==> config.mk <==
export PLATFORM = sky130hd
export DESIGN_NAME = dcache_flat
export DESIGN_NICKNAME = d
export VERILOG_FILES = /design/src/source/soc_pkg.sv /design/src/source/soc_if.sv /design/src/source/dcache.sv /design/src/flat_wrapper.sv
export VERILOG_INCLUDE_DIRS = /design/src /design/src/source
export SDC_FILE = /design/constraint.sdc
export NUM_CORES = 2
export LEC_CHECK = 0
export BUFFER_PORTS_ARGS = -buffer_cell sky130_fd_sc_hd__buf_2
export CORE_ASPECT_RATIO = 0.8
export CORE_MARGIN = 2
export CORE_UTILIZATION = 40
export DETAILED_ROUTE_END_ITERATION = 16
export PLACE_DENSITY = 0.58
export SKIP_LAST_GASP = 1
export SLEW_MARGIN = 20
export SYNTH_ARGS = -nofsm -noshare
export SYNTH_HDL_FRONTEND = slang
export SYNTH_SLANG_ARGS = --single-unit
==> constraint.sdc <==
create_clock -name clk -period 16.1 [get_ports clk]
set_clock_uncertainty 0.1 [all_clocks]
set_input_delay 2.415 -clock clk [delete_from_list [all_inputs] [get_ports clk]]
set_output_delay 2.415 -clock clk [all_outputs]
set_load 0.1 [all_outputs]
==> src/source/soc_params.svh <==
`ifndef SOC_PARAMS_SVH
`define SOC_PARAMS_SVH

// Bus widths
`define SOC_ADDR_W 32
`define SOC_DATA_W 32

// Cache geometry, one line is 128 bits
`define SOC_LINE_WORDS 4
`define SOC_CACHE_LINES 16

// Backing store, 4 KB of lines
`define SOC_MEM_LINES 256
`define SOC_MEM_LATENCY 4

// UART bit period in clocks
`define SOC_UART_CLKS_PER_BIT 8

`endif

==> src/source/soc_pkg.sv <==
`include "soc_params.svh"

package soc_pkg;

  localparam int IDX_W = $clog2(`SOC_CACHE_LINES);
  localparam int WORD_W = $clog2(`SOC_LINE_WORDS);
  localparam int LINE_ADDR_W = $clog2(`SOC_MEM_LINES);
  localparam int TAG_W = LINE_ADDR_W - IDX_W;
  localparam int CACHE_PAD_W = `SOC_ADDR_W - 1 - TAG_W - IDX_W - WORD_W - 2;
  localparam int IO_PAD_W = `SOC_ADDR_W - 1 - 2 - 2;

  typedef enum logic [1:0] {
    REG_LED,
    REG_UART_DATA,
    REG_UART_STAT,
    REG_MISS_CNT
  } io_reg_e;

  // Upper address bits above the tag alias onto the same lines
  typedef struct packed {
    logic                   region;
    logic [CACHE_PAD_W-1:0] unused;
    logic [TAG_W-1:0]       tag;
    logic [IDX_W-1:0]       index;
    logic [WORD_W-1:0]      word;
    logic [1:0]             byte_off;
  } cache_addr_t;

  typedef struct packed {
    logic                region;
    logic [IO_PAD_W-1:0] unused;
    io_reg_e             sel;
    logic [1:0]          byte_off;
  } io_addr_t;

  typedef union packed {
    cache_addr_t cache;
    io_addr_t    io;
  } soc_addr_u;

  typedef logic [`SOC_LINE_WORDS-1:0][`SOC_DATA_W-1:0] soc_line_t;

endpackage

==> src/source/soc_if.sv <==
`timescale 1ns/10ps
`include "soc_params.svh"

// Wishbone classic slave bus between the decoder and one target
interface soc_bus_if;
  import soc_pkg::*;

  logic                   cyc;
  logic                   stb;
  logic                   we;
  soc_addr_u              adr;
  logic [3:0]             sel;
  logic [`SOC_DATA_W-1:0] dat_w;
  logic [`SOC_DATA_W-1:0] dat_r;
  logic                   ack;

  modport master(output cyc, stb, we, adr, sel, dat_w, input dat_r, ack);
  modport slave(input cyc, stb, we, adr, sel, dat_w, output dat_r, ack);

endinterface

// Line request/done channel from the cache to its backing store
interface line_mem_if;
  import soc_pkg::*;

  logic                   req;
  logic                   we;
  logic [LINE_ADDR_W-1:0] addr;
  logic [WORD_W-1:0]      word;
  logic [3:0]             wsel;
  logic [`SOC_DATA_W-1:0] wdata;
  soc_line_t              rdata;
  logic                   done;

  modport master(output req, we, addr, word, wsel, wdata, input rdata, done);
  modport slave(input req, we, addr, word, wsel, wdata, output rdata, done);

endinterface

==> src/source/dcache.sv <==
`timescale 1ns/10ps
`include "soc_params.svh"

module dcache (
  input  logic       clk,
  input  logic       rst_n,
  soc_bus_if.slave   bus,
  line_mem_if.master mem,
  output logic       miss_pulse
);
  import soc_pkg::*;

  typedef enum logic [1:0] {
    ST_IDLE,
    ST_FILL,
    ST_WRITE,
    ST_RESPOND
  } state_e;

  state_e                     state;
  cache_addr_t                addr_c;
  logic                       start;
  logic                       hit;
  logic [`SOC_CACHE_LINES-1:0] valid;
  logic [TAG_W-1:0]           tag_arr [`SOC_CACHE_LINES];
  soc_line_t                  data_arr [`SOC_CACHE_LINES];
  logic [`SOC_DATA_W-1:0]     dat_r_q;

  assign addr_c = bus.adr.cache;
  assign start  = (state == ST_IDLE) && bus.cyc && bus.stb;
  assign hit    = valid[addr_c.index] && (tag_arr[addr_c.index] == addr_c.tag);

  // Write ack comes straight from done, read ack from the respond state
  assign bus.ack   = (state == ST_RESPOND) || ((state == ST_WRITE) && mem.done);
  assign bus.dat_r = dat_r_q;

  assign mem.req   = (state == ST_FILL) || (state == ST_WRITE);
  assign mem.we    = (state == ST_WRITE);
  assign mem.addr  = {addr_c.tag, addr_c.index};
  assign mem.word  = addr_c.word;
  assign mem.wsel  = bus.sel;
  assign mem.wdata = bus.dat_w;

  always_ff @(posedge clk or negedge rst_n) begin
    if (!rst_n) begin
      state      <= ST_IDLE;
      valid      <= '0;
      miss_pulse <= 1'b0;
    end else begin
      miss_pulse <= 1'b0;
      case (state)
        ST_IDLE: begin
          if (start) begin
            if (bus.we) begin
              state <= ST_WRITE;
            end else if (hit) begin
              state <= ST_RESPOND;
            end else begin
              state <= ST_FILL;
            end
          end
        end
        ST_FILL: begin
          if (mem.done) begin
            valid[addr_c.index] <= 1'b1;
            miss_pulse          <= 1'b1;
            state               <= ST_RESPOND;
          end
        end
        ST_WRITE: begin
          if (mem.done) begin
            state <= ST_IDLE;
          end
        end
        default: state <= ST_IDLE;
      endcase
    end
  end

  always_ff @(posedge clk) begin
    if (start && !bus.we && hit) begin
      dat_r_q <= data_arr[addr_c.index][addr_c.word];
    end
    // Install the filled line and answer from it in the same edge
    if ((state == ST_FILL) && mem.done) begin
      tag_arr[addr_c.index]  <= addr_c.tag;
      data_arr[addr_c.index] <= mem.rdata;
      dat_r_q                <= mem.rdata[addr_c.word];
    end
    // No write-allocate, only a resident line is updated
    if ((state == ST_WRITE) && mem.done && hit) begin
      for (int b = 0; b < 4; b++) begin
        if (bus.sel[b]) begin
          data_arr[addr_c.index][addr_c.word][8*b +: 8] <= bus.dat_w[8*b +: 8];
        end
      end
    end
  end

endmodule

==> src/flat_wrapper.sv <==
// flat-port wrapper written by rule: the top's interface ports become plain ports
module dcache_flat import soc_pkg::*;
  (clk, rst_n, miss_pulse, bus_cyc, bus_stb, bus_we, bus_adr, bus_sel, bus_dat_w, bus_dat_r, bus_ack, mem_req, mem_we, mem_addr, mem_word, mem_wsel, mem_wdata, mem_rdata, mem_done);
  soc_bus_if bus_i ();
  line_mem_if mem_i ();
  input  logic clk;
  input  logic rst_n;
  output logic miss_pulse;
  input wire logic [$bits(bus_i.cyc)-1:0] bus_cyc;
  input wire logic [$bits(bus_i.stb)-1:0] bus_stb;
  input wire logic [$bits(bus_i.we)-1:0] bus_we;
  input wire logic [$bits(bus_i.adr)-1:0] bus_adr;
  input wire logic [$bits(bus_i.sel)-1:0] bus_sel;
  input wire logic [$bits(bus_i.dat_w)-1:0] bus_dat_w;
  output wire logic [$bits(bus_i.dat_r)-1:0] bus_dat_r;
  output wire logic [$bits(bus_i.ack)-1:0] bus_ack;
  output wire logic [$bits(mem_i.req)-1:0] mem_req;
  output wire logic [$bits(mem_i.we)-1:0] mem_we;
  output wire logic [$bits(mem_i.addr)-1:0] mem_addr;
  output wire logic [$bits(mem_i.word)-1:0] mem_word;
  output wire logic [$bits(mem_i.wsel)-1:0] mem_wsel;
  output wire logic [$bits(mem_i.wdata)-1:0] mem_wdata;
  input wire logic [$bits(mem_i.rdata)-1:0] mem_rdata;
  input wire logic [$bits(mem_i.done)-1:0] mem_done;
  assign bus_i.cyc = bus_cyc;
  assign bus_i.stb = bus_stb;
  assign bus_i.we = bus_we;
  assign bus_i.adr = bus_adr;
  assign bus_i.sel = bus_sel;
  assign bus_i.dat_w = bus_dat_w;
  assign bus_dat_r = bus_i.dat_r;
  assign bus_ack = bus_i.ack;
  assign mem_req = mem_i.req;
  assign mem_we = mem_i.we;
  assign mem_addr = mem_i.addr;
  assign mem_word = mem_i.word;
  assign mem_wsel = mem_i.wsel;
  assign mem_wdata = mem_i.wdata;
  assign mem_i.rdata = mem_rdata;
  assign mem_i.done = mem_done;
  dcache u_core (.clk(clk), .rst_n(rst_n), .bus(bus_i), .mem(mem_i), .miss_pulse(miss_pulse));
endmodule
==> results.py <==
metrics = {
    "die": {
        "core-area_um2": 215000,
        "initial_utilization_pct": 40.2,
        "die_x_um": 524,
        "rows": 152,
        "die_h_um": 420,
        "io_pins": 284,
        "die-area_um2": 220000,
    },
    "clock_tree": {
        "cts_buffers": 209,
        "cts.sinks": 2163,
        "clock_latency_ns": 0.85,
        "hold_buffers": 0,
        "cts_tree": "done",
        "htreeDepth": 4,
        "path_clk_slew_ns": 0.06,
        "ctsResizeCount": 0,
        "cts_setup_buffers": 0,
        "clockRootBuffer": "clkbuf_16",
        "clk_path_buf_depth": 3,
    },
    "placement": {
        "placed_cells": 6619,
        "dp_slack_ns": 7.20,
        "gp_congestion": 0.747,
        "port_buffers": 261,
        "dp_hpwl_um": 139000,
    },
    "cells_and_area": {
        "multi_input_area_um2": 20300,
        "area_delta_synth_final_pct": 12.6,
        "layout-drive-gt1-share_pct": 37.4,
        "final_nets": 4187,
        "final_cells": 7007,
        "register_area_um2": 64900,
        "nFillCells": 17763,
    },
    "global_route": {
        "antenna_found_initial": 14,
        "grt_pass1_wl_um": 303000,
        "grt_pass1_vias": 40527,
        "overflow": 0,
        "grt_max_degree": 126,
        "grt_use_total_pct": 19.3,
    },
    "synthesis": {
        "synth_cell_types": 36,
        "ys_seq_area_share_pct": 75.1,
        "synth_edf_count": 2144,
        "synth.most_common_cell": "edfxtp_1",
        "synthFlopType": "edfxtp_1",
        "synth_top_area_cell": "edfxtp_1",
        "synth_fp_nets": 3936,
        "synth_common_cells": "edfxtp_1, mux4_2, mux2_2",
        "synth-seq-cells": 2163,
        "syn-mean-instance-area_um2": 23.2,
        "synth_warnings": 0,
        "synth_top_area_share_pct": 74.5,
        "ys_top_cells_by_area": "edfxtp_1, mux4_2, mux2_2, a21oi_1, nor2_1",
        "synth_cells": 3730,
        "synthArstFlopShare_pct": 0.878,
        "syn_area_um2": 86400,
    },
    "route": {
        "wirelength_um": 213000,
        "drt_pass1_iterations": 7,
        "vias": 40364,
        "vias_per_cell": 5.76,
        "wl_per_cell_um": 30.4,
        "drc_errors": 0,
        "antenna_left": 0,
        "drt_iter0_drc": 4458,
    },
    "sta": {
        "rsz0062_at_grt": "no",
        "slew_violations": 0,
        "finalHoldViolations": 0,
        "fmax_mhz": 125,
        "final-setup-viol-count": 0,
        "final.period_utilization_pct": 49.9,
        "fin_crit_ns": 8.03,
        "worst_slack_ns": 8.07,
        "tns_ns": 0,
        "relSlewSlack_pct": 19.8,
        "worst_pin_slew_ns": 1.20,
    },
    "power_and_ir_drop": {
        "ir_worst_vdd_v": 0.000106,
        "p_per_area_nw_per_um2": 126,
        "leakage_nw": 30.1,
        "p_total_mw": 12.2,
    },
    "worst_setup_path": {
        "critPathMaxFanout": 88,
        "worst_setup_path_end_kind": "register",
        "critical_path_required_ns": 16.45,
        "setup.worst_path.start_class": "primary input",
        "critPathArrivalTime_ns": 8.38,
        "worst-setup-path-type": "in -> reg",
    },
    "hold_path": {
        "holdCritPathClass": "reg -> reg",
    },
    "run_status": {
        "outcome": "completed",
    },
    "job": {
        "cap_violations": 0,
    },
}
[cell type report]
type                    count  area share [%]
well taps                2849            3.66
clock buffers             267            5.62
diodes                      2         0.00514
flip-flops and latches   2163            66.6
multi-input cells        1278            20.9
clock inverters           119            1.26
repair buffers            325            1.93
inverters                   4          0.0154
[layout by cell type (no fill, tap or decap), types with 5 or more instances in the layout]
master	netlist	final
nand4_2	10	10
nand3_1	12	6
nor2b_1	6	6
clkinv_16	0	7
a21oi_1	129	123
clkinv_2	0	38
buf_4	49	61
edfxtp_1	2144	2144
nand3_2	0	6
nor2_2	0	5
a21oi_2	0	6
dfrtp_1	19	19
mux4_2	720	720
nor2_1	151	146
or2_2	16	16
bufinv_16	0	16
nand2_2	0	9
a41oi_1	8	7
clkinvlp_4	0	6
buf_2	76	255
clkbuf_1	127	57
mux2i_1	16	16
clkbuf_16	0	210
nand2_1	15	5
clkinv_1	1	44
mux2_2	161	161
[state kept, by name (all words and copies together) (netlist names)]
signal and count:
u_core.valid 16, u_core.state 2, u_core.miss_pulse 1, u_core.bus.dat_r 32, u_core.data_arr 2048, u_core.tag_arr 64
[routing by layer]
layer | part of all wire (%) | vias to the layer above | track usage (%)
met3 | 7.2 | 276 | 3.74
li1 | - | 16419 | -
met2 | 47 | 1469 | 29.5
met1 | 45 | 22200 | 29.1
met5 | 0 | - | 0
met4 | 1.7 | 0 | 3.83
[through the flow]
stage,hold slack (ns),util (%),area [µm²]
after floorplan,0.334,-,86400
after global placement,0.343,42.2,90600
after detailed placement,0.352,42.2,90600
after CTS,0.367,45.3,97300
after global routing,0.381,45.3,97300
final,0.364,45.3,97300
[worst paths after layout]
kind,start,end,slack (ns),cells after the start
max reg2reg,u_core.tag_arr[3][3],u_core.data_arr[7][41],11.60,8
min,u_core.valid[7],u_core.valid[7],0.36,1
max,bus_adr[5],u_core.data_arr[7][41],8.07,11
min in group asynchronous,rst_n,u_core.miss_pulse,1.47,1
max in group asynchronous,rst_n,u_core.valid[11],14.03,1
min reg2reg,u_core.valid[7],u_core.valid[7],0.36,1
[report_power, final]
part | internal (mW) | total, mW | switching (mW)
Combinational | 0.344 | 1.06 | 0.718
Sequential | 6.30 | 6.33 | 0.0280
Clock | 2.67 | 4.82 | 2.15
Total | 9.32 | 12.2 | 2.89
[worst max-delay path, stage by stage]
cell and delay (ns):
buf_8 0.56, buf_4 0.72, buf_4 0.85, mux4_2 0.44
mux2i_1 0.17, xnor2_1 0.08, or3_1 0.36, a21oi_4 0.13
buf_4 0.48, nand4_2 0.82, a21oi_1 1.08
[logic make-up (layout without fill, tap and decap cells)]
group,count (synthesis),in the layout,synth area share (%)
flops,2163,2163,75.1
compound gates,146,146,0.924
buf+inv,289,715,1.59
fa+ha+maj,4,4,0.0579
xor+xnor,7,7,0.0710
mux,897,897,21.0
simple gates,224,224,1.25
other cells,0,2,0
Power figures use the tool's default switching activity.
