===== config.mk =====
export PLATFORM = sky130hd
export DESIGN_NAME = io_regs_flat
export DESIGN_NICKNAME = d
export VERILOG_FILES = /design/src/source/soc_pkg.sv /design/src/source/soc_if.sv /design/src/source/io_regs.sv /design/src/source/uart_tx.sv /design/src/flat_wrapper.sv
export VERILOG_INCLUDE_DIRS = /design/src /design/src/source
export SDC_FILE = /design/constraint.sdc
export NUM_CORES = 1
export LEC_CHECK = 0
export ABC_AREA = 1
export BUFFER_PORTS_ARGS = -buffer_cell sky130_fd_sc_hd__buf_2
export CAP_MARGIN = 5
export CORE_ASPECT_RATIO = 0.9
export CORE_MARGIN = 4
export CORE_UTILIZATION = 57
export CTS_CLUSTER_DIAMETER = 40
export DETAILED_ROUTE_END_ITERATION = 16
export GPL_TIMING_DRIVEN = 1
export PLACE_DENSITY = 0.94
export SLEW_MARGIN = 20
export SYNTH_ARGS = -nofsm -noshare
export SYNTH_HDL_FRONTEND = slang
export SYNTH_SLANG_ARGS = --single-unit

===== constraint.sdc =====
create_clock -name clk -period 6.4 [get_ports clk]
set_input_delay 0 -clock clk [delete_from_list [all_inputs] [get_ports clk]]
set_output_delay 0 -clock clk [all_outputs]
set_load 0.02 [all_outputs]

===== src/source/soc_params.svh =====
`ifndef SOC_PARAMS_SVH
`define SOC_PARAMS_SVH

// Bus widths
`define SOC_ADDR_W 32
`define SOC_DATA_W 32

// Cache geometry, one line is 128 bits
`define SOC_LINE_WORDS 4
`define SOC_CACHE_LINES 16

// Backing store, 4 KB of lines
`define SOC_MEM_LINES 256
`define SOC_MEM_LATENCY 4

// UART bit period in clocks
`define SOC_UART_CLKS_PER_BIT 8

`endif


===== src/source/soc_pkg.sv =====
`include "soc_params.svh"

package soc_pkg;

  localparam int IDX_W = $clog2(`SOC_CACHE_LINES);
  localparam int WORD_W = $clog2(`SOC_LINE_WORDS);
  localparam int LINE_ADDR_W = $clog2(`SOC_MEM_LINES);
  localparam int TAG_W = LINE_ADDR_W - IDX_W;
  localparam int CACHE_PAD_W = `SOC_ADDR_W - 1 - TAG_W - IDX_W - WORD_W - 2;
  localparam int IO_PAD_W = `SOC_ADDR_W - 1 - 2 - 2;

  typedef enum logic [1:0] {
    REG_LED,
    REG_UART_DATA,
    REG_UART_STAT,
    REG_MISS_CNT
  } io_reg_e;

  // Upper address bits above the tag alias onto the same lines
  typedef struct packed {
    logic                   region;
    logic [CACHE_PAD_W-1:0] unused;
    logic [TAG_W-1:0]       tag;
    logic [IDX_W-1:0]       index;
    logic [WORD_W-1:0]      word;
    logic [1:0]             byte_off;
  } cache_addr_t;

  typedef struct packed {
    logic                region;
    logic [IO_PAD_W-1:0] unused;
    io_reg_e             sel;
    logic [1:0]          byte_off;
  } io_addr_t;

  typedef union packed {
    cache_addr_t cache;
    io_addr_t    io;
  } soc_addr_u;

  typedef logic [`SOC_LINE_WORDS-1:0][`SOC_DATA_W-1:0] soc_line_t;

endpackage


===== src/source/soc_if.sv =====
`timescale 1ns/10ps
`include "soc_params.svh"

// Wishbone classic slave bus between the decoder and one target
interface soc_bus_if;
  import soc_pkg::*;

  logic                   cyc;
  logic                   stb;
  logic                   we;
  soc_addr_u              adr;
  logic [3:0]             sel;
  logic [`SOC_DATA_W-1:0] dat_w;
  logic [`SOC_DATA_W-1:0] dat_r;
  logic                   ack;

  modport master(output cyc, stb, we, adr, sel, dat_w, input dat_r, ack);
  modport slave(input cyc, stb, we, adr, sel, dat_w, output dat_r, ack);

endinterface



===== src/source/io_regs.sv =====
`timescale 1ns/10ps
`include "soc_params.svh"

module io_regs (
  input  logic       clk,
  input  logic       rst_n,
  soc_bus_if.slave   bus,
  input  logic       miss_pulse,
  output logic [3:0] led,
  output logic       uart_tx
);
  import soc_pkg::*;

  io_reg_e                reg_sel;
  logic                   access;
  logic                   ack_q;
  logic                   tx_start;
  logic                   tx_busy;
  logic [`SOC_DATA_W-1:0] miss_cnt;
  logic [`SOC_DATA_W-1:0] dat_r_q;

  assign reg_sel = bus.adr.io.sel;
  // Request is still up in the ack cycle, ignore it there
  assign access  = bus.cyc && bus.stb && !ack_q;

  // Sends while busy are dropped, the write is still acked
  assign tx_start = access && bus.we && (reg_sel == REG_UART_DATA) && !tx_busy;

  assign bus.ack   = ack_q;
  assign bus.dat_r = dat_r_q;

  always_ff @(posedge clk or negedge rst_n) begin
    if (!rst_n) begin
      ack_q    <= 1'b0;
      led      <= '0;
      miss_cnt <= '0;
    end else begin
      ack_q <= access;
      if (access && bus.we && (reg_sel == REG_MISS_CNT)) begin
        miss_cnt <= '0;
      end else if (miss_pulse) begin
        miss_cnt <= miss_cnt + 1'b1;
      end
      if (access && bus.we && (reg_sel == REG_LED) && bus.sel[0]) begin
        led <= bus.dat_w[3:0];
      end
    end
  end

  always_ff @(posedge clk) begin
    if (access) begin
      case (reg_sel)
        REG_LED:       dat_r_q <= {{(`SOC_DATA_W - 4){1'b0}}, led};
        REG_UART_STAT: dat_r_q <= {{(`SOC_DATA_W - 1){1'b0}}, tx_busy};
        REG_MISS_CNT:  dat_r_q <= miss_cnt;
        default:       dat_r_q <= '0;
      endcase
    end
  end

  uart_tx uart (
    .clk  (clk),
    .rst_n(rst_n),
    .start(tx_start),
    .data (bus.dat_w[7:0]),
    .busy (tx_busy),
    .txd  (uart_tx)
  );

endmodule


===== src/source/uart_tx.sv =====
`timescale 1ns/10ps
`include "soc_params.svh"

module uart_tx (
  input  logic       clk,
  input  logic       rst_n,
  input  logic       start,
  input  logic [7:0] data,
  output logic       busy,
  output logic       txd
);

  localparam int CLK_W = $clog2(`SOC_UART_CLKS_PER_BIT);

  logic [CLK_W-1:0] clk_cnt;
  logic [3:0]       bit_cnt;
  logic             bit_end;
  logic [8:0]       shift;

  assign bit_end = (clk_cnt == CLK_W'(`SOC_UART_CLKS_PER_BIT - 1));

  // Bit 0 of the frame is the start bit, bit 9 the stop bit
  always_ff @(posedge clk or negedge rst_n) begin
    if (!rst_n) begin
      busy    <= 1'b0;
      txd     <= 1'b1;
      clk_cnt <= '0;
      bit_cnt <= '0;
    end else if (!busy) begin
      if (start) begin
        busy    <= 1'b1;
        txd     <= 1'b0;
        clk_cnt <= '0;
        bit_cnt <= '0;
      end
    end else if (bit_end) begin
      clk_cnt <= '0;
      if (bit_cnt == 4'd9) begin
        busy <= 1'b0;
      end else begin
        txd     <= shift[0];
        bit_cnt <= bit_cnt + 1'b1;
      end
    end else begin
      clk_cnt <= clk_cnt + 1'b1;
    end
  end

  // Data LSB first, stop bit shifted in behind it
  always_ff @(posedge clk) begin
    if (!busy && start) begin
      shift <= {1'b1, data};
    end else if (busy && bit_end) begin
      shift <= {1'b1, shift[8:1]};
    end
  end

endmodule

===== src/flat_wrapper.sv =====
// flat-port wrapper written by rule: the top's interface ports become plain ports
module io_regs_flat import soc_pkg::*;
  (clk, rst_n, miss_pulse, led, uart_tx, bus_cyc, bus_stb, bus_we, bus_adr, bus_sel, bus_dat_w, bus_dat_r, bus_ack);
  soc_bus_if bus_i ();
  input  logic clk;
  input  logic rst_n;
  input  logic miss_pulse;
  output logic [3:0] led;
  output logic uart_tx;
  input wire logic [$bits(bus_i.cyc)-1:0] bus_cyc;
  input wire logic [$bits(bus_i.stb)-1:0] bus_stb;
  input wire logic [$bits(bus_i.we)-1:0] bus_we;
  input wire logic [$bits(bus_i.adr)-1:0] bus_adr;
  input wire logic [$bits(bus_i.sel)-1:0] bus_sel;
  input wire logic [$bits(bus_i.dat_w)-1:0] bus_dat_w;
  output wire logic [$bits(bus_i.dat_r)-1:0] bus_dat_r;
  output wire logic [$bits(bus_i.ack)-1:0] bus_ack;
  assign bus_i.cyc = bus_cyc;
  assign bus_i.stb = bus_stb;
  assign bus_i.we = bus_we;
  assign bus_i.adr = bus_adr;
  assign bus_i.sel = bus_sel;
  assign bus_i.dat_w = bus_dat_w;
  assign bus_dat_r = bus_i.dat_r;
  assign bus_ack = bus_i.ack;
  io_regs u_core (.clk(clk), .rst_n(rst_n), .bus(bus_i), .miss_pulse(miss_pulse), .led(led), .uart_tx(uart_tx));
endmodule

==> results of run 1 <==
## cell families after synthesis
kind of cell,Yosys count
and+or+nand+nor,263
DFF,86
buffers and inverters,73
AOI/OAI and AO/OA,50
adders and majority gates,5
xor gates and xnor gates,2
## power by group through the flow
stage	Combinational [uW]	Sequential [uW]	Clock, uW
final	180	677	344
after detailed placement	172	686	0
after global placement	161	683	0
after CTS	179	675	350
after global routing	201	685	369
after floorplan	102	694	0
## critical path, cell delays in order (launching register included)
cell and delay, ns:
dfrtp_1 0.41, nor2_4 0.77, nand3_2 0.79, nand2_2 0.46, nand3_1 0.18, nand2_1 0.09, nand2_1 0.06, nor2_1 0.14
## registers in the layout, indices dropped and copies added, names as in the netlist
signal / count
u_core.bus.ack: 1
u_core.bus.dat_r: 32
u_core.led: 4
u_core.miss_cnt: 32
u_core.uart.bit_cnt: 4
u_core.uart.busy: 1
u_core.uart.clk_cnt: 3
u_core.uart.shift: 8
u_core.uart.txd: 1
## path summary, 6_finish.rpt
kind | endpoint | slack, ns | depth (start not counted)
setup reg to reg | u_core.miss_cnt[23] | 3.42 | 7
setup / recovery | u_core.miss_cnt[23] | 3.42 | 7
hold / removal | u_core.led[1] | 0.05 | 4
max in group asynchronous | u_core.uart.clk_cnt[1] | 5.82 | 2
hold reg to reg | u_core.uart.txd | 0.48 | 2
min in group asynchronous | u_core.miss_cnt[12] | 0.16 | 2
## per-layer routing
layer / share of wire / routed length (um)
met1: 0.40 / 3800
met2: 0.50 / 4720
met3: 0.064 / 602
met4: 0.034 / 317
met5: 0 / 0
## final cells by class
cell class,instances,area [um2],area share
sequential,86,2350,0.485
multi-input combinational,320,1590,0.327
timing repair buffer,64,373,0.0768
inverter,65,249,0.0513
clock buffer,9,124,0.0255
tap,93,116,0.0240
clock inverter,7,50.0,0.0103
## cell usage after synthesis, types with 2 or more instances
cell      instances
ha_1              5
nor3_1            3
inv_4             2
nand3_2           7
nor3_2            2
o21ai_2           2
nand4_1           5
and2_1            2
nand3_1          25
o22ai_1           2
nand2_2           6
nor2_2            7
inv_1            59
nor2_4            7
nand2_1         103
nand3b_1          2
nand2_4           2
a21oi_1          22
inv_2             4
nor2_1           88
or2_1             2
o21ai_0          18
clkbuf_1          4
dfrtp_1          45
edfxtp_1         40
o21ai_1           3
## stage by stage
stage / setup WS (ns) / hold slack (ns)
after floorplan: 4.14 / -0.296
after global placement: 3.62 / 0.228
after detailed placement: 3.57 / 0.235
after CTS: 3.52 / 0.0334
after global routing: 3.15 / 0.0593
final: 3.42 / 0.0526
==> impl_results.md, run 1 <==
* Setup TNS at 0 ns
* Worst Hold Class: in2reg
* Post-Synth XOR/XNOR Area at 0.00414
* Synth top area cells: edfxtp_1 (28%), dfrtp_1 (27%), nand2_1 (9.1%), nor2_1 (7.8%), inv_1 (5.2%)
* Rows at 29
* Max-slew violations at 0
* DP Area at 4580 um2
* Commonest non-fill, non-tap cell in the layout: nand2_1
* Final Power at 1200 uW
* Worst Path Required at 6.69 ns
* CORE AREA at 7150 um2
* Starting Density at 0.592
* Area grow syn2layout at 14.7%
* CTS tree: yes
* Max_slew headroom at 0.315
* CTS buffer count at 9
* Worst slew pin tran at 1.03 ns
* Finished Core Util at 0.679
* GR Layer Usage met1 at 0.271
* Post-synth EDFFs at 40
* Yosys warns at 0
* Worst setup path start: u_core.bus.ack
* Switching share of power at 0.310
* Gp weighted congestion at 0.950
* Remaining antenna violation count at 0
* Most frequent cells in the layout: nand2_1 (103), nor2_1 (88), inv_1 (59)
* Met3 Use GR at 0.0464
* Layout cell share with drive strength beyond 1 at 0.201
* Clock Latency Late Sink at 0.36 ns
* Largest family of logic cells by synthesized area: simple AND/OR/NAND/NOR gates
* Vias at 3529
* Arrival @ worst endpoint at around 3.3 ns
* GRT Resource Usage Total at 0.223
* Synth top area share at 0.284
* Simple-Gate Fraction of Synth Area at 0.293
* Diodes inserted at 0
* P_sw at 372 uW
* Root Buffer Master: clkbuf_8
* Max Cap Viol at 0
* Setup crit start kind: register
* Mapped Area at 4230 um2
* Max FO, Critical Path at 35
* Area fraction in compound gates after synthesis at 0.0636
* Finished Cell Area at 4850 um2
* Pint at 828 uW
* Largest net degree at the start of global routing at 47
* Die H at 89.8 um
* Top Ports at 112
* Syn Area/Cell at 8.84 um2
* Main synth FF type: dfrtp_1
* Vias in the first global route at between 3000 and 4000
* Biggest area consumer among synthesized cells: edfxtp_1
* Synth Area in Adders at 0.0148
* Post-Synthesis Cells at 479
* Inst Count DP at approximately 600
* RSZ-0062 raised after global routing: false
* Final setup violation count at 0
* Final worst-path cycle share at 0.466
* Post-CTS Resized at 0
* Pre-Repair DR Iteration Count at 5
* Die Width at 98.8 um
* Overflow after GRT at 0
* Seq pwr share at 0.564
* Worst-path clk slew at 0.09 ns
* Drt total wl at 9440 um
* Synth Register Bits at 86
* Seq/Total Area, Yosys at 0.556
* H-tree levels at 3
* Status: finished clean
* Skew final at around 0.0082 ns
* Clock network power share at 0.286
* WL per Instance at 14.7 um
* Initial antenna violation count at 0
* Number of fillers in the final layout at 511
* First-pass GRT wire length at 15900 um
* Die area at 8870 um2
* Setup CP Type: reg2reg
* Final hold violation count at 0
* Hpwl dp at 6350 um
* Post-synthesis net count at 558
* Nets at roughly 630
* Final min period at 2.98 ns
* Number of setup buffers added after CTS at 0
* P_leak at 0.00217 uW
* Starting DRT DRC Count at ~350
* Most Crowded Layer GR: met2
* Combinational share of power at 0.150
* Mux share of post-synthesis cell area at 0
* IO buf count at between 50 and 60
* Max Fclk at 335 MHz
* Cell Pwr Density at 247 nW/um2
* Vias per cell at 5.48
* Min-Delay Startpoint: bus_sel[0]
* Max Buffers Root-to-Sink at 2
* Sink Count at 86
* Critical Path End Type: register
* Library cells used by synthesis at 38
* Worst vdd ir at 0.127 mV
* Fin cells at 644
* Asr flop ratio synth at 0.535
* GR Util met2 at 0.375
* Hold_buf cts at 10
* DRC Markers at 0
* Launching point of the worst reg2reg path: u_core.bus.ack
Power figures use the tool's default switching activity.
==> run 2, diff against run 1 <==
Settings changed: CORE_UTILIZATION 57 to 48, PLACE_DENSITY 0.94 to 0.86.
Clock period 6.4 ns to 2.5 ns, I/O delays scaled along.
==> run 2 against run 1 <==
  * Via count shrank 3.5%
  * Routed wire length shrank 6.8%
  * Total power grew to 2.7 times the previous value
  * Hold slack lost 0.053 ns
  * Die area grew 17%
  * Largest power group unchanged
  * Highest routed layer unchanged
==> impl_results.md, run 2 (same netlist as run 1, synthesis figures left out) <==
* Starting Density at 0.494 (-0.0981)
* H-tree levels at 3 (unchanged)
* Gp weighted congestion at 0.887 (-6.6%)
* Number of fillers in the final layout at 748 (+46%)
* Setup crit start kind: register
* Arrival @ worst endpoint at 1.84 ns (-1.43 ns)
* Most frequent cells in the layout: nand2_1 (103), nor2_1 (88), inv_1 (59)
* Vias in the first global route at 3238 (-4.6%)
* Number of setup buffers added after CTS at 0 (unchanged)
* Worst slew pin tran at 0.762 ns (-0.264 ns)
* Buf+Inv Stages, Crit Path at 1 (+1)
* P_leak at 0.00221 uW (+1.6%)
* Vias per cell at 5.07 (-7.5%)
* Crit-path slowest cell: a21oi_1
* Clock Latency Late Sink at 0.37 ns (about the same)
* Final hold violation count at 0 (unchanged)
* Max_slew headroom at 0.492 (+0.178)
* Layout cell share with drive strength beyond 1 at 0.204 (+0.00289)
* Skew final at 0.0130 ns (+0.00475 ns)
* Worst setup path start: u_core.bus.ack
* CTS tree: yes
* Final setup violation count at 0 (unchanged)
* First-pass GRT wire length at 15000 um (-5.6%)
* Root Buffer Master: clkbuf_8
* Setup CP Type: reg2reg
* Nets at 627 (+0.32%)
* CTS buffer count at 9 (unchanged)
* GRT Resource Usage Total at 0.179 (-0.0444)
* Setup TNS at 0 ns (unchanged)
* Min-Delay Startpoint: bus_adr[3]
* Critical path, cell by cell: nor2_4 -> nand2_2 -> inv_2 -> nand2_4 -> a21oi_1
* Launching point of the worst reg2reg path: u_core.bus.ack
* Worst vdd ir at 0.268 mV (+110%)
* Max FO, Critical Path at 8 (-77%)
* Status: finished clean
* Initial antenna violation count at 0 (unchanged)
* IO buf count at 54 (unchanged)
* Vias at 3406 (-3.5%)
* Drt total wl at 8800 um (-6.8%)
* Max Fclk at 547 MHz (+63%)
* Overflow after GRT at 0 (unchanged)
* Final WS setup at 0.671 ns (-2.75 ns)
* DRC Markers at 0 (unchanged)
* Multi-input gate area at 1590 um2 (unchanged)
* Worst-path clk slew at 0.09 ns (about the same)
* Max Cap Viol at 0 (unchanged)
* Max-slew violations at 0 (unchanged)
* Final min period at 1.83 ns (-1.15 ns)
* Cell Pwr Density at 655 nW/um2 (+160%)
* Die Width at 107 um (+8.2%)
* Largest net degree at the start of global routing at 47 (unchanged)
* Commonest non-fill, non-tap cell in the layout: nand2_1
* Worst Hold Class: in2reg
* RSZ-0062 raised after global routing: false
* Storage element area at 2350 um2 (unchanged)
* Hpwl dp at 6350 um (about the same)
* Diodes inserted at 0 (unchanged)
* Pre-CTS setup slack at 0.622 ns (-2.95 ns)
* Rows at 32 (+10%)
* Remaining antenna violation count at 0 (unchanged)
* Pre-Repair DR Iteration Count at 4 (-1)
* Die area at 10400 um2 (+17%)
* Top Ports at 112 (unchanged)
* CORE AREA at 8570 um2 (+20%)
* Kind of cell adding the most delay to the critical path: compound AO/OA/AOI/OAI gates
* Area grow syn2layout at 16.7%
* Starting DRT DRC Count at 262 (-24%)
* Max incr delay on CP at 0.61 ns (-0.18 ns)
* Critical Path End Type: register
* WL per Instance at 13.1 um (-11%)
* Final worst-path cycle share at 0.731 (+0.265)
* Die H at 97.1 um (+8.2%)
* Max Buffers Root-to-Sink at 2 (unchanged)
* Worst Path Required at 2.51 ns (-4.18 ns)
* Sink Count at 86 (unchanged)
## run 2: cell count changes in the layout (fill, tap and decap cells not counted)
cell | previous run | this run
dlygate4sd3_1 | 10 | 9
clkbuf_1 | 0 | 1
clkinv_4 | 2 | 1
clkinvlp_4 | 2 | 0
buf_4 | 1 | 4
bufinv_16 | 0 | 2
## run 2: cell type report
type / instances / share of cell area
flip-flops and latches: 86 / 0.477
multi-input cells: 320 / 0.322
repair buffers: 66 / 0.0780
inverters: 65 / 0.0504
well taps: 119 / 0.0301
clock buffers: 10 / 0.0258
clock inverters: 6 / 0.0175
## run 2: worst min-delay path, delay by kind of cell
kind	cells	cell delay (ns)
AO/OA/AOI/OAI	1	0.07
AND/OR/NAND/NOR	1	0.08
buffers and inverters	1	0.11
## run 2: worst paths after layout
check / end / slack [ns] / cells after the start
max in group asynchronous: u_core.miss_cnt[3] / 1.92 / 2
worst min register to register: u_core.uart.clk_cnt[0] / 0.48 / 1
worst max register to register: u_core.uart.shift[0] / 0.67 / 5
min in group asynchronous: u_core.miss_cnt[20] / 0.17 / 2
worst max-delay path: u_core.uart.shift[0] / 0.67 / 5
worst min-delay path: u_core.bus.dat_r[0] / 0.00002 / 3
## run 2: metal layers
metal,routed length (um),vias to the layer above,GRT usage
met3,485,24,0.0445
met4,218,0,0.0688
met2,4270,105,0.292
met1,3830,1599,0.230
li1,-,1678,-
met5,0,-,0
## run 2: metrics by stage
step           total power, uW   util  hold WS (ns)  instance area, um2  cells
6_report                  3230  0.576     0.0000226                4940    672
5_1_grt                   3400  0.576       0.00367                4940    672
3_3_place_gp              2170  0.541         0.234                4630    647
4_1_cts                   3250  0.576       0.00688                4940    672
3_5_place_dp              2190  0.541         0.235                4630    647
2_1_floorplan             2040      -        -0.296                4230    479
## run 2: power breakdown
part / internal (uW) / leakage [uW] / total, uW / switching [uW]
clock: 563 / 0.000108 / 1060 / 501
combinational: 147 / 0.00116 / 449 / 302
sequential: 1610 / 0.000937 / 1720 / 110
total: 2320 / 0.00221 / 3230 / 913
## run 2: timing repair
| action | 4_1_cts | 5_1_grt |
|---|---|---|
| gates resized for setup | 0 | 0 |
| hold buffers | 9 | 0 |
| hold endpoints to repair | 57 | 0 |
==> run 3, diff against run 2 <==
Settings changed: ABC_AREA 1 to 0, CORE_UTILIZATION 48 to 47, PLACE_DENSITY 0.86 to 0.85.
Clock period 2.5 ns to 1.5 ns, I/O delays scaled along.
==> run 3 against run 2 <==
  * The flow now finishes with violations (setup timing)
  * Register-to-register slack lost 0.85 ns
  * Combinational power grew to 2.8 times the previous value
  * Fmax grew 9.2%
  * Clock skew grew 0.0045 ns
  * Clock-buffer cell count is the same
  * First-iteration DRC count grew 1.5%
  * Critical path depth shrank 1
  * Critical endpoint is now u_core.miss_cnt[27]
==> impl_results.md, run 3 <==
* Die area at 9680 um2 (-6.8%)
* H-tree levels at 3 (unchanged)
* GRT Resource Usage Total at 0.206 (+0.0271)
* Failing checks: setup timing
* Skew final at 0.0175 ns (+0.00452 ns)
* Final WS setup at -0.174 ns (-0.846 ns)
* Max Buffers Root-to-Sink at 2 (unchanged)
* First-pass GRT wire length at 15500 um (+3.2%)
* Clock Latency Late Sink at 0.37 ns (about the same)
* Setup TNS at -2.45 ns (-2.45 ns)
* Final setup violation count at 32 (+32)
* Max-slew violations at 0 (unchanged)
* Worst-path clk slew at 0.10 ns (about the same)
* Final hold violation count at 0 (unchanged)
* Rows at 30 (-6.3%)
* Biggest area consumer among synthesized cells: edfxtp_1
* Max FO, Critical Path at 6 (-2)
* Setup CP Type: reg2reg
* Library cells used by synthesis at 37 (-2.6%)
* Max Fclk at 597 MHz (+9.2%)
* Synth Register Bits at 86 (unchanged)
* Seq pwr share at 0.509 (-0.023)
* Top Ports at 112 (unchanged)
* Diodes inserted at 0 (unchanged)
* Inst Count DP at 507 (-22%)
* Die Width at 103 um (-3.5%)
* Most frequent cells in the layout: buf_4 (59), buf_2 (54), dfrtp_1 (43)
* Vias at 3344 (-1.8%)
* IO buf count at 54 (unchanged)
* Drt total wl at 10800 um (+23%)
* CTS tree: yes
* Setup crit start kind: register
* Cell Pwr Density at 1080 nW/um2 (+65%)
* Overflow after GRT at 0 (unchanged)
* Switching share of power at 0.313 (+0.0313)
* Count leader, synth: dfrtp_1
* Post-synthesis net count at 400 (-28%)
* Remaining antenna violation count at 0 (unchanged)
* Root Buffer Master: clkbuf_8
* Max_slew headroom at 0.615 (+0.123)
* CTS buffer count at 9 (unchanged)
* Layout cell share with drive strength beyond 1 at 0.459 (+0.254)
* Starting Density at 0.496 (+0.00243)
* Initial antenna violation count at 0 (unchanged)
* Critical Path End Type: register
* Post-synth top cells: dfrtp_1 (45), edfxtp_1 (40), and3_1 (30)
* Commonest non-fill, non-tap cell in the layout: buf_4
* Hpwl dp at 5930 um (-6.7%)
* Main synth FF type: dfrtp_1
* Final min period at 1.67 ns (-0.154 ns)
* Final Power at 5790 uW (+79%)
* Finished Core Util at 0.692 (+0.116)
* Arrival @ worst endpoint at 1.94 ns (+0.10 ns)
* P_leak at 0.00247 uW (+12%)
* Post-synth EDFFs at 40 (unchanged)
* Post-Synthesis Cells at 321 (-33%)
* Pre-Repair DR Iteration Count at 5 (+1)
* Max Cap Viol at 0 (unchanged)
* Vias per cell at 6.04 (+19%)
* Synth top area cells: edfxtp_1 (31%), dfrtp_1 (29%), and3_1 (4.9%), mux2_2 (3.2%), a21oi_1 (2.5%)
* Worst slew pin tran at 0.577 ns (-0.185 ns)
* Area grow syn2layout at 39.4%
* Mapped Area at 3840 um2 (-9.3%)
* Combinational share of power at 0.214 (+0.075)
* Gp weighted congestion at 0.845 (-4.7%)
* Worst Hold Class: in2reg
* Final worst-path cycle share at 1.12 (+0.385)
* Starting DRT DRC Count at 266 (+1.5%)
* WL per Instance at 19.6 um (+49%)
* Status: finished with violations
* P_sw at 1810 uW (+99%)
* Nets at 532 (-15%)
* Fin cells at 554 (-18%)
* RSZ-0062 raised after global routing: true
* Asr flop ratio synth at 0.535 (unchanged)
* Synth top area share at 0.313 (+0.0291)
* Seq/Total Area, Yosys at 0.613 (+0.0571)
* Die H at 93.7 um (-3.5%)
* Sink Count at 86 (unchanged)
* Pint at 3970 uW (+71%)
* Worst Path Required at 1.77 ns (-0.74 ns)
* CORE AREA at 7730 um2 (-9.8%)
* Syn Area/Cell at 12.0 um2 (+35%)
* DRC Markers at 0 (unchanged)
* Worst vdd ir at 0.754 mV (+180%)
* Vias in the first global route at 3129 (-3.4%)
* Yosys warns at 0 (unchanged)
* Pre-CTS setup slack at -0.206 ns (-0.828 ns)
* Clock network power share at 0.277 (-0.052)
* Largest net degree at the start of global routing at 34 (-28%)
run 3: repair_timing:
action                                 in CTS  in global routing
setup endpoints to repair                  50                 49
setup buffers                               7                 11
gates resized for setup                    19                 41
cloned                                      2                  1
pin swaps                                  15                 13
hold buffers                               10                  0
endpoints found under the hold margin      34                  0
run 3: kinds of logic after synthesis:
kind of cell    share of synthesized area
fa+ha+maj                          0.0163
compound gates                     0.0818
mux                                0.0401
xor+xnor                           0.0274
buf+inv                            0.0277
flops                               0.613
simple gates                        0.194
run 3: area by class of cell:
class	instances	area [um2]
clock buffer	10	138
clock inverter	6	52.6
fill	483	2380
inverter	7	26.3
multi-input combinational	213	1660
sequential	86	2360
tap	96	120
timing repair buffer	136	995
run 3: power groups by stage:
stage	clock (uW)	sequential, uW	combinational (uW)
2_1_floorplan	0	3040	474
3_3_place_gp	0	2930	930
3_5_place_dp	0	2950	985
4_1_cts	1580	2910	1080
5_1_grt	1710	2970	1360
6_report	1600	2950	1240
run 3: final timing paths:
check	endpoint	slack (ns)	depth (start not counted)	start
worst max register to register	u_core.miss_cnt[27]	-0.17	4	u_core.miss_cnt[17]
worst min-delay path	u_core.led[3]	0.05	3	bus_sel[0]
max in group asynchronous	u_core.miss_cnt[6]	0.79	3	rst_n
worst min register to register	u_core.uart.txd	0.50	2	u_core.uart.txd
min in group asynchronous	u_core.miss_cnt[2]	0.16	2	rst_n
worst max-delay path	u_core.miss_cnt[27]	-0.17	4	u_core.miss_cnt[17]
run 3: worst max-delay path, cell delays in order (launching register included):
cell     delay [ns]
dfrtp_1        0.40
and4_4         0.31
nand4_4        0.15
or4_4          0.54
a21oi_1        0.18
run 3: per-layer routing:
metal,vias to the layer above,track usage,share of wire
met1,1657,0.262,0.38
met4,0,0.0658,0.027
li1,1475,-,-
met2,180,0.343,0.53
met5,-,0,0
met3,32,0.0527,0.069
run 3: stage by stage:
step / area, um2 / hold slack [ns]
floorplan: 3920 / -0.296
global placement: 4620 / 0.00471
detailed placement: 4620 / 0.0103
CTS: 5060 / 0.0886
global route: 5350 / 0.0244
finish: 5350 / 0.0474
